**config.mk**
```make
export PLATFORM = sky130hd
export DESIGN_NAME = issue_frontend
export DESIGN_NICKNAME = d
export VERILOG_FILES = /design/src/hdl/issue_pkg.sv /design/src/hdl/div_manager.sv /design/src/hdl/inst_buffer.sv /design/src/hdl/inst_receiver.sv /design/src/hdl/io_wb_manager.sv /design/src/hdl/issue_frontend.sv /design/src/hdl/issue_scheduler.sv
export VERILOG_INCLUDE_DIRS = /design/src /design/src/hdl
export SDC_FILE = /design/constraint.sdc
export NUM_CORES = 1
export LEC_CHECK = 0
export ABC_AREA = 1
export BUFFER_PORTS_ARGS = -buffer_cell sky130_fd_sc_hd__buf_4
export CORE_MARGIN = 1
export CORE_UTILIZATION = 45
export CTS_CLUSTER_DIAMETER = 150
export CTS_CLUSTER_SIZE = 10
export DETAILED_ROUTE_END_ITERATION = 8
export PLACE_DENSITY_LB_ADDON = 0.2
export SLEW_MARGIN = 25
export SYNTH_ARGS = -nofsm -noshare
export SYNTH_HDL_FRONTEND = slang
export SYNTH_SLANG_ARGS = --single-unit
```
**constraint.sdc**
```tcl
create_clock -name clk -period 2.7 [get_ports clk]
set_clock_uncertainty 0.2 [all_clocks]
set_input_delay 0.405 -clock clk [delete_from_list [all_inputs] [get_ports clk]]
set_output_delay 0.405 -clock clk [all_outputs]
set_load 0.05 [all_outputs]
```
**src/hdl/issue_params.svh**
```systemverilog
`ifndef ISSUE_PARAMS_SVH
`define ISSUE_PARAMS_SVH

// ---------------------------------------------------------------------------
// frontend sizing
// ---------------------------------------------------------------------------

// gpr index width, 32 registers
`define REG_IDX_W 5

// entries in the instruction buffer
`define BUF_DEPTH 2

// cycles from divide issue until result may be written
`define DIV_LATENCY 4

// issue slots: fixed-point, divide, i/o
`define NUM_UNITS 3

`endif

```
**src/hdl/issue_pkg.sv**
```systemverilog
`include "issue_params.svh"

package issue_pkg;

  // ---------------------------------------------------------------------------
  // opcodes and sources
  // ---------------------------------------------------------------------------

  // target unit of an instruction, also the slot index
  typedef enum logic [1:0] {
    UNIT_FIXED = 2'd0,
    UNIT_DIV   = 2'd1,
    UNIT_IO    = 2'd2
  } unit_e;

  // who owns a write-back channel stage
  typedef enum logic [1:0] {
    SRC_NONE  = 2'd0,
    SRC_FIXED = 2'd1,
    SRC_DIV   = 2'd2,
    SRC_IO    = 2'd3
  } wb_src_e;

  // receiver handshake states
  typedef enum logic {
    RCV_IDLE = 1'b0,
    RCV_ACK  = 1'b1
  } rcv_state_e;

  // ---------------------------------------------------------------------------
  // bundles
  // ---------------------------------------------------------------------------

  // instruction as received and buffered
  typedef struct packed {
    unit_e                 unit;
    logic [`REG_IDX_W-1:0] dest;
  } inst_t;

  // one issued instruction
  typedef struct packed {
    logic                  valid;
    unit_e                 unit;
    logic [`REG_IDX_W-1:0] dest;
  } issue_slot_t;

  // one stage of the gpr write-back chain
  typedef struct packed {
    logic                  we;
    logic [`REG_IDX_W-1:0] dest;
    wb_src_e               src;
  } gpr_wb_t;

endpackage

```
**src/hdl/div_manager.sv**
```systemverilog
`timescale 1ns/1ps

`include "issue_params.svh"

module div_manager (
  input  logic                   clk,
  input  logic                   reset,
  input  issue_pkg::issue_slot_t issue_i,
  output logic                   ready_o,
  input  issue_pkg::gpr_wb_t     wb_i,
  output issue_pkg::gpr_wb_t     wb_o
);

  import issue_pkg::*;

  localparam int LAT   = `DIV_LATENCY;
  localparam int CNT_W = $clog2(LAT + 1);

  // ---------------------------------------------------------------------------
  // latency tracking
  // ---------------------------------------------------------------------------

  logic                  busy_q;
  logic [CNT_W-1:0]      cnt_q;
  logic [`REG_IDX_W-1:0] dest_q;
  logic                  div_issue;
  logic                  lat_done;
  logic                  insert;

  assign div_issue = issue_i.valid && (issue_i.unit == UNIT_DIV);
  assign lat_done  = (cnt_q == '0);

  // result ready and channel free after fixed-point and i/o
  assign insert = busy_q && lat_done && !wb_i.we;

  // one divide at a time, slot in flight blocks as well
  assign ready_o = !busy_q && !div_issue;

  always_ff @(posedge clk or posedge reset) begin
    if (reset) begin
      busy_q <= 1'b0;
      cnt_q  <= '0;
    end else begin
      if (div_issue) begin
        busy_q <= 1'b1;
        cnt_q  <= CNT_W'(LAT);
      end else begin
        if (busy_q && !lat_done) begin
          cnt_q <= cnt_q - 1'b1;
        end
        // leaves busy only once the wb is on the channel
        if (insert) begin
          busy_q <= 1'b0;
        end
      end
    end
  end

  // destination of the divide in flight
  always_ff @(posedge clk) begin
    if (div_issue) begin
      dest_q <= issue_i.dest;
    end
  end

  // ---------------------------------------------------------------------------
  // write-back insertion, last stage of the chain
  // ---------------------------------------------------------------------------

  always_comb begin
    wb_o = wb_i;
    if (insert) begin
      wb_o.we   = 1'b1;
      wb_o.dest = dest_q;
      wb_o.src  = SRC_DIV;
    end
  end

  // scheduler respects ready, so nothing lands on a busy divider
  a_no_div_while_busy: assert property (
    @(posedge clk) disable iff (reset) div_issue |-> !busy_q
  );

  // divide result never before latency has run out
  a_div_wb_after_latency: assert property (
    @(posedge clk) disable iff (reset)
    div_issue |=> !insert [* LAT]
  );

endmodule

```
**src/hdl/inst_buffer.sv**
```systemverilog
`timescale 1ns/1ps

`include "issue_params.svh"

module inst_buffer (
  input  logic             clk,
  input  logic             reset,
  input  logic             push_i,
  input  issue_pkg::inst_t push_inst_i,
  output logic             full_o,
  input  logic             pop_i,
  output issue_pkg::inst_t head_o,
  output logic             empty_o
);

  import issue_pkg::*;

  localparam int DEPTH = `BUF_DEPTH;
  localparam int PTR_W = (DEPTH > 1) ? $clog2(DEPTH) : 1;
  localparam int CNT_W = $clog2(DEPTH + 1);

  // ---------------------------------------------------------------------------
  // storage and pointers
  // ---------------------------------------------------------------------------

  inst_t             mem [DEPTH];
  logic [PTR_W-1:0]  wr_ptr;
  logic [PTR_W-1:0]  rd_ptr;
  logic [CNT_W-1:0]  count;
  logic              do_push;
  logic              do_pop;

  assign do_push = push_i && !full_o;
  assign do_pop  = pop_i && !empty_o;

  always_ff @(posedge clk or posedge reset) begin
    if (reset) begin
      wr_ptr <= '0;
      rd_ptr <= '0;
      count  <= '0;
    end else begin
      if (do_push) begin
        // wrap at depth, depth need not be a power of two
        wr_ptr <= (wr_ptr == PTR_W'(DEPTH - 1)) ? '0 : wr_ptr + 1'b1;
      end
      if (do_pop) begin
        rd_ptr <= (rd_ptr == PTR_W'(DEPTH - 1)) ? '0 : rd_ptr + 1'b1;
      end
      case ({do_push, do_pop})
        2'b10:   count <= count + 1'b1;
        2'b01:   count <= count - 1'b1;
        default: count <= count;
      endcase
    end
  end

  always_ff @(posedge clk) begin
    if (do_push) begin
      mem[wr_ptr] <= push_inst_i;
    end
  end

  // ---------------------------------------------------------------------------
  // status and head
  // ---------------------------------------------------------------------------

  assign full_o  = (count == CNT_W'(DEPTH));
  assign empty_o = (count == '0);
  // head only meaningful while not empty
  assign head_o  = mem[rd_ptr];

  // scheduler must see the entry before taking it
  a_no_pop_when_empty: assert property (
    @(posedge clk) disable iff (reset) pop_i |-> !empty_o
  );

endmodule

```
**src/hdl/inst_receiver.sv**
```systemverilog
`timescale 1ns/1ps

module inst_receiver (
  input  logic             clk,
  input  logic             reset,
  input  logic             inst_req_i,
  input  issue_pkg::inst_t inst_i,
  output logic             inst_ack_o,
  input  logic             full_i,
  output logic             push_o,
  output issue_pkg::inst_t push_inst_o
);

  import issue_pkg::*;

  rcv_state_e state_q;
  rcv_state_e state_d;
  logic       accept;
  logic       push_q;
  inst_t      inst_q;

  // take a new request only with room in the buffer
  assign accept = (state_q == RCV_IDLE) && inst_req_i && !full_i;

  always_comb begin
    state_d = state_q;
    case (state_q)
      RCV_IDLE: begin
        if (accept) begin
          state_d = RCV_ACK;
        end
      end
      RCV_ACK: begin
        // hold ack until requester lets go
        if (!inst_req_i) begin
          state_d = RCV_IDLE;
        end
      end
      default: state_d = RCV_IDLE;
    endcase
  end

  always_ff @(posedge clk or posedge reset) begin
    if (reset) begin
      state_q <= RCV_IDLE;
      push_q  <= 1'b0;
    end else begin
      state_q <= state_d;
      // single push, same cycle ack goes high
      push_q  <= accept;
    end
  end

  // payload capture, inst_i is stable while req is high
  always_ff @(posedge clk) begin
    if (accept) begin
      inst_q <= inst_i;
    end
  end

  assign inst_ack_o  = (state_q == RCV_ACK);
  assign push_o      = push_q;
  assign push_inst_o = inst_q;

  // buffer can only drain between the full check and the push
  a_no_push_when_full: assert property (
    @(posedge clk) disable iff (reset) push_o |-> !full_i
  );

endmodule

```
**src/hdl/io_wb_manager.sv**
```systemverilog
`timescale 1ns/1ps

`include "issue_params.svh"

module io_wb_manager (
  input  logic                   clk,
  input  logic                   reset,
  input  issue_pkg::issue_slot_t issue_i,
  output logic                   ready_o,
  input  logic                   dwb_req_i,
  input  logic [`REG_IDX_W-1:0]  dwb_dest_i,
  input  logic                   dwb_cancel_i,
  output logic                   dwb_ack_o,
  input  issue_pkg::gpr_wb_t     wb_i,
  output issue_pkg::gpr_wb_t     wb_o
);

  import issue_pkg::*;

  logic outstanding_q;
  logic ack_q;
  logic io_issue;
  logic serve;
  logic insert;

  assign io_issue = issue_i.valid && (issue_i.unit == UNIT_IO);

  // new request, not yet acked
  // cancel needs no channel slot, so no wait for it
  assign serve  = dwb_req_i && !ack_q && (dwb_cancel_i || !wb_i.we);
  assign insert = serve && !dwb_cancel_i;

  // slot in flight counts as busy too
  assign ready_o = !outstanding_q && !io_issue;

  always_ff @(posedge clk or posedge reset) begin
    if (reset) begin
      outstanding_q <= 1'b0;
      ack_q         <= 1'b0;
    end else begin
      if (io_issue) begin
        outstanding_q <= 1'b1;
      end else if (serve) begin
        outstanding_q <= 1'b0;
      end
      // ack rises after the serve cycle, drops once req is seen low
      ack_q <= dwb_req_i && (ack_q || serve);
    end
  end

  assign dwb_ack_o = ack_q;

  // ---------------------------------------------------------------------------
  // write-back insertion
  // ---------------------------------------------------------------------------

  always_comb begin
    wb_o = wb_i;
    if (insert) begin
      wb_o.we   = 1'b1;
      wb_o.dest = dwb_dest_i;
      wb_o.src  = SRC_IO;
    end
  end

  // fixed-point stage always wins over i/o
  a_io_keeps_upstream: assert property (
    @(posedge clk) disable iff (reset) wb_i.we |-> (wb_o == wb_i)
  );

endmodule

```
**src/hdl/issue_frontend.sv**
```systemverilog
`timescale 1ns/1ps

`include "issue_params.svh"

module issue_frontend (
  input  logic                   clk,
  input  logic                   reset,
  input  logic                   inst_req_i,
  input  issue_pkg::inst_t       inst_i,
  output logic                   inst_ack_o,
  input  logic                   dwb_req_i,
  input  logic [`REG_IDX_W-1:0]  dwb_dest_i,
  input  logic                   dwb_cancel_i,
  output logic                   dwb_ack_o,
  output issue_pkg::issue_slot_t issue_o,
  output issue_pkg::gpr_wb_t     gpr_wb_o
);

  import issue_pkg::*;

  // ---------------------------------------------------------------------------
  // internal wiring
  // ---------------------------------------------------------------------------

  logic  buf_push;
  inst_t buf_push_inst;
  logic  buf_full;
  logic  buf_pop;
  inst_t buf_head;
  logic  buf_empty;
  logic  io_ready;
  logic  div_ready;
  // write-back chain, fixed -> i/o -> divide
  gpr_wb_t wb_fixed;
  gpr_wb_t wb_io;

  // producer side
  inst_receiver u_receiver (
    .clk         (clk),
    .reset       (reset),
    .inst_req_i  (inst_req_i),
    .inst_i      (inst_i),
    .inst_ack_o  (inst_ack_o),
    .full_i      (buf_full),
    .push_o      (buf_push),
    .push_inst_o (buf_push_inst)
  );

  inst_buffer u_buffer (
    .clk         (clk),
    .reset       (reset),
    .push_i      (buf_push),
    .push_inst_i (buf_push_inst),
    .full_o      (buf_full),
    .pop_i       (buf_pop),
    .head_o      (buf_head),
    .empty_o     (buf_empty)
  );

  // consumer side
  issue_scheduler u_scheduler (
    .clk         (clk),
    .reset       (reset),
    .head_i      (buf_head),
    .empty_i     (buf_empty),
    .pop_o       (buf_pop),
    .io_ready_i  (io_ready),
    .div_ready_i (div_ready),
    .issue_o     (issue_o),
    .fixed_wb_o  (wb_fixed)
  );

  io_wb_manager u_io_mgr (
    .clk          (clk),
    .reset        (reset),
    .issue_i      (issue_o),
    .ready_o      (io_ready),
    .dwb_req_i    (dwb_req_i),
    .dwb_dest_i   (dwb_dest_i),
    .dwb_cancel_i (dwb_cancel_i),
    .dwb_ack_o    (dwb_ack_o),
    .wb_i         (wb_fixed),
    .wb_o         (wb_io)
  );

  div_manager u_div_mgr (
    .clk     (clk),
    .reset   (reset),
    .issue_i (issue_o),
    .ready_o (div_ready),
    .wb_i    (wb_io),
    .wb_o    (gpr_wb_o)
  );

endmodule

```
**src/hdl/issue_scheduler.sv**
```systemverilog
`timescale 1ns/1ps

`include "issue_params.svh"

module issue_scheduler (
  input  logic                   clk,
  input  logic                   reset,
  input  issue_pkg::inst_t       head_i,
  input  logic                   empty_i,
  output logic                   pop_o,
  input  logic                   io_ready_i,
  input  logic                   div_ready_i,
  output issue_pkg::issue_slot_t issue_o,
  output issue_pkg::gpr_wb_t     fixed_wb_o
);

  import issue_pkg::*;

  logic [`NUM_UNITS-1:0] unit_ready;
  logic                  head_ready;
  logic                  valid_q;
  unit_e                 unit_q;
  logic [`REG_IDX_W-1:0] dest_q;

  // ---------------------------------------------------------------------------
  // slot readiness
  // ---------------------------------------------------------------------------

  // fixed-point never stalls
  always_comb begin
    unit_ready             = '0;
    unit_ready[UNIT_FIXED] = 1'b1;
    unit_ready[UNIT_DIV]   = div_ready_i;
    unit_ready[UNIT_IO]    = io_ready_i;
  end

  // unknown opcodes are never ready
  assign head_ready = (int'(head_i.unit) < `NUM_UNITS) ? unit_ready[head_i.unit] : 1'b0;

  // in-order, head blocks everything behind it
  assign pop_o = !empty_i && head_ready;

  // ---------------------------------------------------------------------------
  // registered issue slot
  // ---------------------------------------------------------------------------

  always_ff @(posedge clk or posedge reset) begin
    if (reset) begin
      valid_q <= 1'b0;
    end else begin
      // at most one issue per cycle
      valid_q <= pop_o;
    end
  end

  always_ff @(posedge clk) begin
    if (pop_o) begin
      unit_q <= head_i.unit;
      dest_q <= head_i.dest;
    end
  end

  assign issue_o.valid = valid_q;
  assign issue_o.unit  = unit_q;
  assign issue_o.dest  = dest_q;

  // fixed-point result goes out with its issue, head of the wb chain
  always_comb begin
    fixed_wb_o.we   = valid_q && (unit_q == UNIT_FIXED);
    fixed_wb_o.dest = dest_q;
    fixed_wb_o.src  = fixed_wb_o.we ? SRC_FIXED : SRC_NONE;
  end

  // every issued slot had a ready unit when popped
  a_issue_was_ready: assert property (
    @(posedge clk) disable iff (reset)
    issue_o.valid |->
      (issue_o.unit == UNIT_FIXED) ||
      (issue_o.unit == UNIT_DIV && $past(div_ready_i)) ||
      (issue_o.unit == UNIT_IO && $past(io_ready_i))
  );

endmodule

```
==> results of run 1 <==
## layout make-up
type | instances | share of cell area (%)
Inverter | 23 | 3.921
Multi-Input combinational cell | 99 | 22.32
Clock buffer | 5 | 2.875
Sequential cell | 46 | 54.99
Tap cell | 50 | 2.614
Timing Repair Buffer | 36 | 11.40
Clock inverter | 3 | 1.882
## metal layers
metal | vias to the layer above | track usage, % | wire length, um
met5 | - | 0 | 0
met4 | 0 | 7.813 | 48
met3 | 6 | 3.833 | 186
met2 | 45 | 28.06 | 1608
met1 | 596 | 16.61 | 1312
li1 | 642 | - | -
## final timing paths
kind / from / to / depth (start not counted)
hold / removal: inst_i[5] / u_receiver.push_inst_o[5] / 1
max in group asynchronous: reset / u_div_mgr.busy_q / 3
setup reg to reg: u_buffer.rd_ptr / u_buffer.count[1] / 10
setup / recovery: u_div_mgr.cnt_q[0] / gpr_wb_o[6] / 8
min in group asynchronous: reset / u_buffer.count[1] / 3
hold reg to reg: u_receiver.push_inst_o[1] / u_buffer.mem[1][1] / 0
## placed cells by master (no fill, tap or decap), types with 2 or more instances in the layout
cell type   synthesis  final
a21oi_1             3      3
a21oi_2             2      2
buf_4               1     35
clkbuf_8            0      5
clkinvlp_4          0      2
dfrtp_1            13     13
edfxtp_1           33     33
ha_1                3      3
inv_1              19     19
inv_2               2      2
nand2_1            55     55
nand2_2             2      2
nand3_1             6      6
nand3_4             2      2
nand4_1             5      5
nor2_1              6      6
o21ai_0             3      3
o21ai_1             2      2
o21ai_2             2      2
xor2_1              3      3
## power groups by stage
| stage | clock network [mW] | registers [mW] | logic [mW] |
|---|---|---|---|
| CTS | 0.512 | 1.20 | 1.43 |
| floorplan | 0 | 1.37 | 0.900 |
| global route | 0.535 | 1.23 | 1.56 |
| finish | 0.501 | 1.20 | 1.42 |
| global placement | 0 | 1.20 | 1.38 |
| detailed placement | 0 | 1.21 | 1.42 |
## sequential cells by signal, indices dropped and copies added (netlist names), 2 cells and up
register	count
u_div_mgr.cnt_q	3
u_receiver.push_inst_o	7
u_buffer.count	2
u_scheduler.unit_q	2
u_buffer.mem	14
u_div_mgr.dest_q	5
u_scheduler.dest_q	5
## worst register-to-register path: cells and delay by family (launching register included)
family | cells | cell delay, ns
compound gates | 3 | 0.36
fa+ha+maj | 1 | 0.31
flops | 1 | 0.58
buf+inv | 2 | 0.33
xor+xnor | 1 | 0.15
simple gates | 3 | 0.21
## logic make-up (layout without fill, tap and decap cells)
| logic type | count (synthesis) | count (layout) | synth area share (%) |
|---|---|---|---|
| simple gates | 78 | 78 | 18.48 |
| flops | 46 | 46 | 67.05 |
| buf+inv | 25 | 67 | 5.737 |
| compound gates | 14 | 14 | 5.035 |
| xor+xnor | 4 | 4 | 1.785 |
| fa+ha+maj | 3 | 3 | 1.912 |
## what timing repair did
item                       CTS  global route
hold buffers                 1             0
setup endpoints to repair    0             0
hold endpoints to repair    13             0
==> results.txt, run 1 <==
- Outcome: finished clean
- Synth cell types: 26
- No sink is reached through more buffers than the 2 on the longest clock path.
- Final std cell area, no fill: 2394 um^2
* Net switching power: 1.367 mW
- The most numerous cell type found on the critical path is nand2_1.
- Cells along the critical path: inv_1 -> ha_1 -> nand3_1 -> nor2_8 -> inv_4 -> nand2_1 -> nand2_1 -> buf_4
- After the last flow step, the layout net total stands at 231.
* Worst min-delay path category: in -> reg
* Sequential element share of the synthesized area: 67.05%
- Pin placement for this block handled 35 I/O pins.
- Total count of hold-check failures in the final report: 0
* Die extent in y: 68.05 um
- DRC violation total after the first TritonRoute iteration: 33
* CP max-delay cell: dfrtp_1
- Once routing completed, OpenROAD measured the worst setup slack at 0.2976 ns.
- Area taken by multi-input logic gates: 534.3 um^2
- The worst setup path is captured at an output pin.
* Vias in the first global route: 1,228
- Number of placed instances with taps included: 253
- Fraction of power consumed by combinational cells: 45.5%
- The initial antenna violation count came to 0.
- Number of standard cells after synthesis: 170
* Power per unit of standard cell area: 1301 nW/um^2
- For this run the aggregate overflow at the end of global routing stands at 0.
- After detailed routing, the number of remaining DRC violations is 0.
- The filler cells instantiated in the layout total 339.
- #FFs+latches synth: 46
* Aggregate negative setup slack: 0 ns
- For the worst setup path, the data required time is 2.10 ns.
* Most repeated cell in the gate-level netlist after synthesis: nand2_1
* Diode count: 0
- Headroom to the max-slew limit came out at 62.52%.
* Horizontal extent of the die: 68.05 um
- Detailed placement finished with a half-perimeter wire length of 2.435 mm.
* Final period utilization: 88.98%
* Dominant register cell in the synthesized netlist: edfxtp_1
- The clock reaches the later pin of the worst-skew pair after 0.29 ns.
* Syn nets: 190
- Detailed-route via count: 1,289
* Pin count of the biggest net entering global routing: 16
- Number of enable flip-flop cells after synthesis: 33
* Worst-case setup slack after placement: 0.4619 ns
- Global-route wire length before repair: 5.202 mm
* Leakage power summed over all cells: 1.090 nW
* Overall Global Routing Usage: 15.53%
- The routed design has 3.156 mm of wire.
- Cell area after synthesis: 1963 um^2
- Post-layout power: 3.114 mW
- Starting utilization of the core area: 48.04%
* Storage cell area: 1316 um^2
* Clk pin slew, worst setup/hold paths: 0.09 ns
- Gates resized during post-CTS repair numbered 0.
- A synthesized cell averages 11.55 um^2.
* Slew at the pin closest to its max-slew limit: 0.5601 ns
* Critical path buffers and inverters: 3
- Compared with the post-synthesis result, the final layout area differs by 21.93%.
* Final setup viols: 0
* Instance area at placement: 2270 um^2
- The max-slew violation total from the final report came to 0.
- The worst path needs 2.402 ns of the cycle, external delays included.
- The tool flagged a number of max-cap violations equal to 0.
- In this run, flip-flops and latches consume 38.4% of the power.
* # Post-CTS Setup Buffers: 0
- Counting flops with an async set or reset pin after synthesis yields a share of 28.26%.
- The number of clock buffers added by TritonCTS is 5.
- YS warnings: 0
* Count of H-tree levels built during CTS: 2
- Number of nets still failing antenna checks after routing: 0
- Net switching share of the total power: 43.91%
* Post-synth top area cell: edfxtp_1
- The tree is rooted in a clkbuf_8.
* Internal power component: 1.747 mW
- The worst setup path is launched from a flop.
- Vias per inst: 4.920
- The finished layout holds 262 standard cells, fillers aside.
* Arrival time at the worst endpoint: 1.80 ns
* Critical path peak fanout: 7
* Clk network pwr share: 16.1%
- By startpoint and endpoint, the worst setup path is classified as reg -> out.
- Top-area cell type share of the netlist area: 50.48%
- Wire per inst: 12.05 um
* Total iterations of the first detailed-routing run: 4
* Clock tree from TritonCTS: yes
- The core region is 4086 um^2.
- At the end of routability-driven placement, the weighted congestion stood at 0.7437.
- The largest single stage delay on the critical path is 0.37 ns.
- Worst slack on hold paths: 0.08405 ns
* Top area cells in the synthesized netlist: edfxtp_1 50%, dfrtp_1 17%, nand2_1 11%
- Fraction of final layout cells sized beyond drive strength 1: 26.89%
* Max Freq: 416.2 MHz
- In this run the core area contains 23 standard-cell rows.
- Cells fill 58.57% of the core in the end.
- The floorplan step defined a die boundary enclosing 4631 um^2.
* Kind of cell with the highest combined delay on the critical path: simple AND/OR/NAND/NOR gates
* Register-to-register path setup slack: 0.45 ns
- In this run the tool buffered the top-level ports with 34 buffer cells.
* CTS Sinks: 46
* Unrepaired setup endpoints after global routing: no
* Top cell types by occurrence after synthesis: 55 x nand2_1, 33 x edfxtp_1, 19 x inv_1
* Maximum VDD drop: 0.0005015 V
Note: power is estimated with default switching activity, not from simulation.
==> inputs of run 2 (changes only) <==
- CORE_UTILIZATION: 45 -> 54
==> results.txt, run 2 (same netlist as run 1, synthesis figures left out) <==
* Post-detailed-placement half-perimeter wirelength: 2.426 mm (-0.38%)
- The slack of the worst reg-to-reg path came to 0.40 ns (-0.05 ns).
- The area occupied by registers came to 1316 um^2 (unchanged).
- Hold Crit Endpoint: u_receiver.push_inst_o[5]
* Fraction of power consumed by combinational cells: 48.5% (+3.0 points)
* Count of fill cells added during filler insertion: 240 (-29%)
- The final hold slack came to 0.03778 ns (-0.04627 ns).
- The average detailed-routed wire length per instance came to 12.13 um (+0.72%).
- Post-detailed-routing wire length: 3.191 mm (+1.1%)
- Clk pin slew, worst setup/hold paths: 0.14 ns (+0.05 ns)
- Total count of hold-check failures in the final report: 0 (unchanged)
* Clock root buffer master: clkbuf_4
- Portion of total power attributed to sequential cells: 40.5% (+2.1 points)
- Final setup viols: 0 (unchanged)
- The transition time of the tightest slew-check pin was 0.5636 ns (+0.003536 ns).
* Diode count: 0 (unchanged)
- Net switching power: 1.373 mW (+0.40%)
- Startpoint of the worst hold path: inst_i[5]
* WHS Path Cells: 1 (unchanged)
* Unrepaired setup endpoints after global routing: no
- Horizontal extent of the die: 62.30 um (-8.5%)
- Maximum cell stage delay along the critical path: 0.38 ns (about the same)
- The global-route wire length before repair came to 5.437 mm (+4.5%).
- The initial antenna violation count came to 0 (unchanged).
- The initial core utilization came to 57.47% (+9.4 points).
* Core footprint: 3416 um^2 (-16%)
- Global placer's final weighted congestion: 0.8661 (+16%)
- Max Freq: 398.2 MHz (-4.3%)
* Hold buffer count at cts: 5 (+4)
* Most used cell, CP: nand2_1
* Area taken by multi-input logic gates: 534.3 um^2 (unchanged)
- Outcome: finished clean
- CP max-delay cell: dfrtp_1
- CTS Sinks: 46 (unchanged)
* Pin count of the biggest net entering global routing: 17 (+1)
- Top Ports: 35 (unchanged)
* Power per unit of standard cell area: 1237 nW/um^2 (-4.9%)
- Critical path buffers and inverters: 3 (unchanged)
- Net switching share of the total power: 46.51% (+2.6 points)
- CTS max path bufs: 2 (unchanged)
* Vias per inst: 4.954 (+0.70%)
- Leading cell types in the layout, fill and taps excluded: 55 x nand2_1, 35 x buf_4, 33 x edfxtp_1
- Die extent in y: 62.30 um (-8.5%)
- Max-slew violation count: 0 (unchanged)
* Detailed-route via count: 1,303 (+1.1%)
- The signal arrival time at the worst endpoint is 1.91 ns (+0.11 ns).
* Count of H-tree levels built during CTS: 2 (unchanged)
- Number of nets still failing antenna checks after routing: 0 (unchanged)
- The post-cts resize count came to 0 (unchanged).
- The sum of overflow across all layers after global routing came to 0 (unchanged).
* Required time of the critical path: 2.10 ns (about the same)
- Cells along the critical path: inv_1 -> ha_1 -> nand3_1 -> nor2_8 -> inv_4 -> nand2_1 -> nand2_1 -> buf_4
* Most common cell after layout, fill and taps aside: nand2_1
* Number of buffers created by CTS: 5 (unchanged)
- The area growth from synthesis to layout is 21.54%.
* Aggregate negative setup slack: 0 ns (unchanged)
- The number of max-cap violations came to 0 (unchanged).
- Maximum VDD drop: 0.0004653 V (-7.2%)
* Fraction of final layout cells sized beyond drive strength 1: 26.27% (-0.62 points)
- Kind of cell with the highest combined delay on the critical path: simple AND/OR/NAND/NOR gates
- TritonCTS built the clock tree.
- Leakage power summed over all cells: 1.089 nW (-0.15%)
* Post-route DRC violation count: 0 (unchanged)
* # Post-CTS Setup Buffers: 0 (unchanged)
* DRC violation total after the first TritonRoute iteration: 35 (+6.1%)
* Worst skew pair latency: 0.35 ns (+0.06 ns)
* Worst reg2reg path startpoint: u_buffer.rd_ptr
* Worst reg2reg endpoint: u_buffer.count[1]
- The share of total power in the clock network came to 10.9% (-5.2 points).
* Final period utilization: 93.01% (+4.0 points)
* Row count: 21 (-8.7%)
* R2r worst-path depth: 11 (+1)
- The global router's overall resource usage is 18.68% (+3.1 points).
* Total Die Area: 3881 um^2 (-16%)
- STA classifies the critical path endpoint as an output pin.
- STA classifies the critical path startpoint as a flop.
- The design internal power came to 1.579 mW (-9.6%).
* Nets: 236 (+2.2%)
- Vias in the first global route: 1,243 (+1.2%)
- The total iterations of the first detailed-routing run is 4 (unchanged).
- Critical path peak fanout: 7 (unchanged)
* Number of flip-flops in the largest register: 14 (unchanged)
* Headroom to the max-slew limit: 62.28% (-0.24 points)
* Worst min-delay path category: in -> reg
- Clock period minus final worst setup slack: 2.511 ns (+0.1089 ns)
- The port buffer count is 34 (unchanged).
- The setup path with the least slack is of type reg -> out.
* Largest Register: u_buffer.mem
-- run 2: cell types whose count changed in the layout (fill, tap and decap cells not counted), sizes merged --
cell / before / now
bufinv: 1 / 0
dlygate4sd3: 1 / 6
inv: 23 / 24
-- run 2: stage by stage --
stage | utilization (%) | cells | worst slack, ns | cell area (um^2) | power, mW
floorplan | - | 170 | 0.3887 | 1963 | 2.272
global placement | 66.30 | 249 | 0.5507 | 2265 | 2.571
detailed placement | 66.30 | 249 | 0.3850 | 2265 | 2.644
CTS | 69.56 | 262 | 0.1574 | 2376 | 2.972
global route | 69.85 | 263 | 0.03675 | 2386 | 3.149
finish | 69.85 | 263 | 0.1887 | 2386 | 2.952
-- run 2: area by class of cell --
type | count | area share, %
Sequential cell | 46 | 55.17
Multi-Input combinational cell | 99 | 22.39
Timing Repair Buffer | 41 | 13.53
Inverter | 23 | 3.933
Tap cell | 46 | 2.412
Clock buffer | 5 | 1.573
Clock inverter | 3 | 0.9963
-- run 2: worst max path at each step --
stage | from | to | slack, ns | depth (start not counted)
6_report | u_div_mgr.cnt_q[0] | gpr_wb_o[2] | 0.19 | 8
2_1_floorplan | u_io_mgr.dwb_ack_o | gpr_wb_o[2] | 0.39 | 7
5_1_grt | u_div_mgr.cnt_q[0] | gpr_wb_o[2] | 0.04 | 8
3_3_place_gp | u_buffer.rd_ptr | u_buffer.count[1] | 0.55 | 10
4_1_cts | u_div_mgr.cnt_q[0] | gpr_wb_o[2] | 0.16 | 8
3_5_place_dp | u_buffer.rd_ptr | u_buffer.count[1] | 0.39 | 11
-- run 2: worst register-to-register path: stages, from the launching register on --
cell	delay [ns]
dfrtp_1	0.54
inv_6	0.15
nand2_1	0.06
nand2_1	0.06
nand3_1	0.08
nand2_1	0.09
nand2_1	0.08
inv_1	0.25
ha_1	0.31
a21oi_1	0.11
o21ai_0	0.11
xor2_1	0.16
-- run 2: power groups by stage --
stage / Combinational (mW) / Clock, mW / Sequential, mW
after floorplan: 0.900 / 0 / 1.37
after global placement: 1.37 / 0 / 1.20
after global routing: 1.55 / 0.366 / 1.23
after CTS: 1.44 / 0.335 / 1.20
final: 1.43 / 0.322 / 1.20
after detailed placement: 1.43 / 0 / 1.22
-- run 2: layer usage --
metal / share of wire, % / vias up / GRT usage [%]
li1: - / 650 / -
met1: 41 / 602 / 19.47
met2: 52 / 45 / 32.14
met3: 5.2 / 6 / 6.618
met4: 2.1 / 0 / 11.34
met5: 0 / - / 0
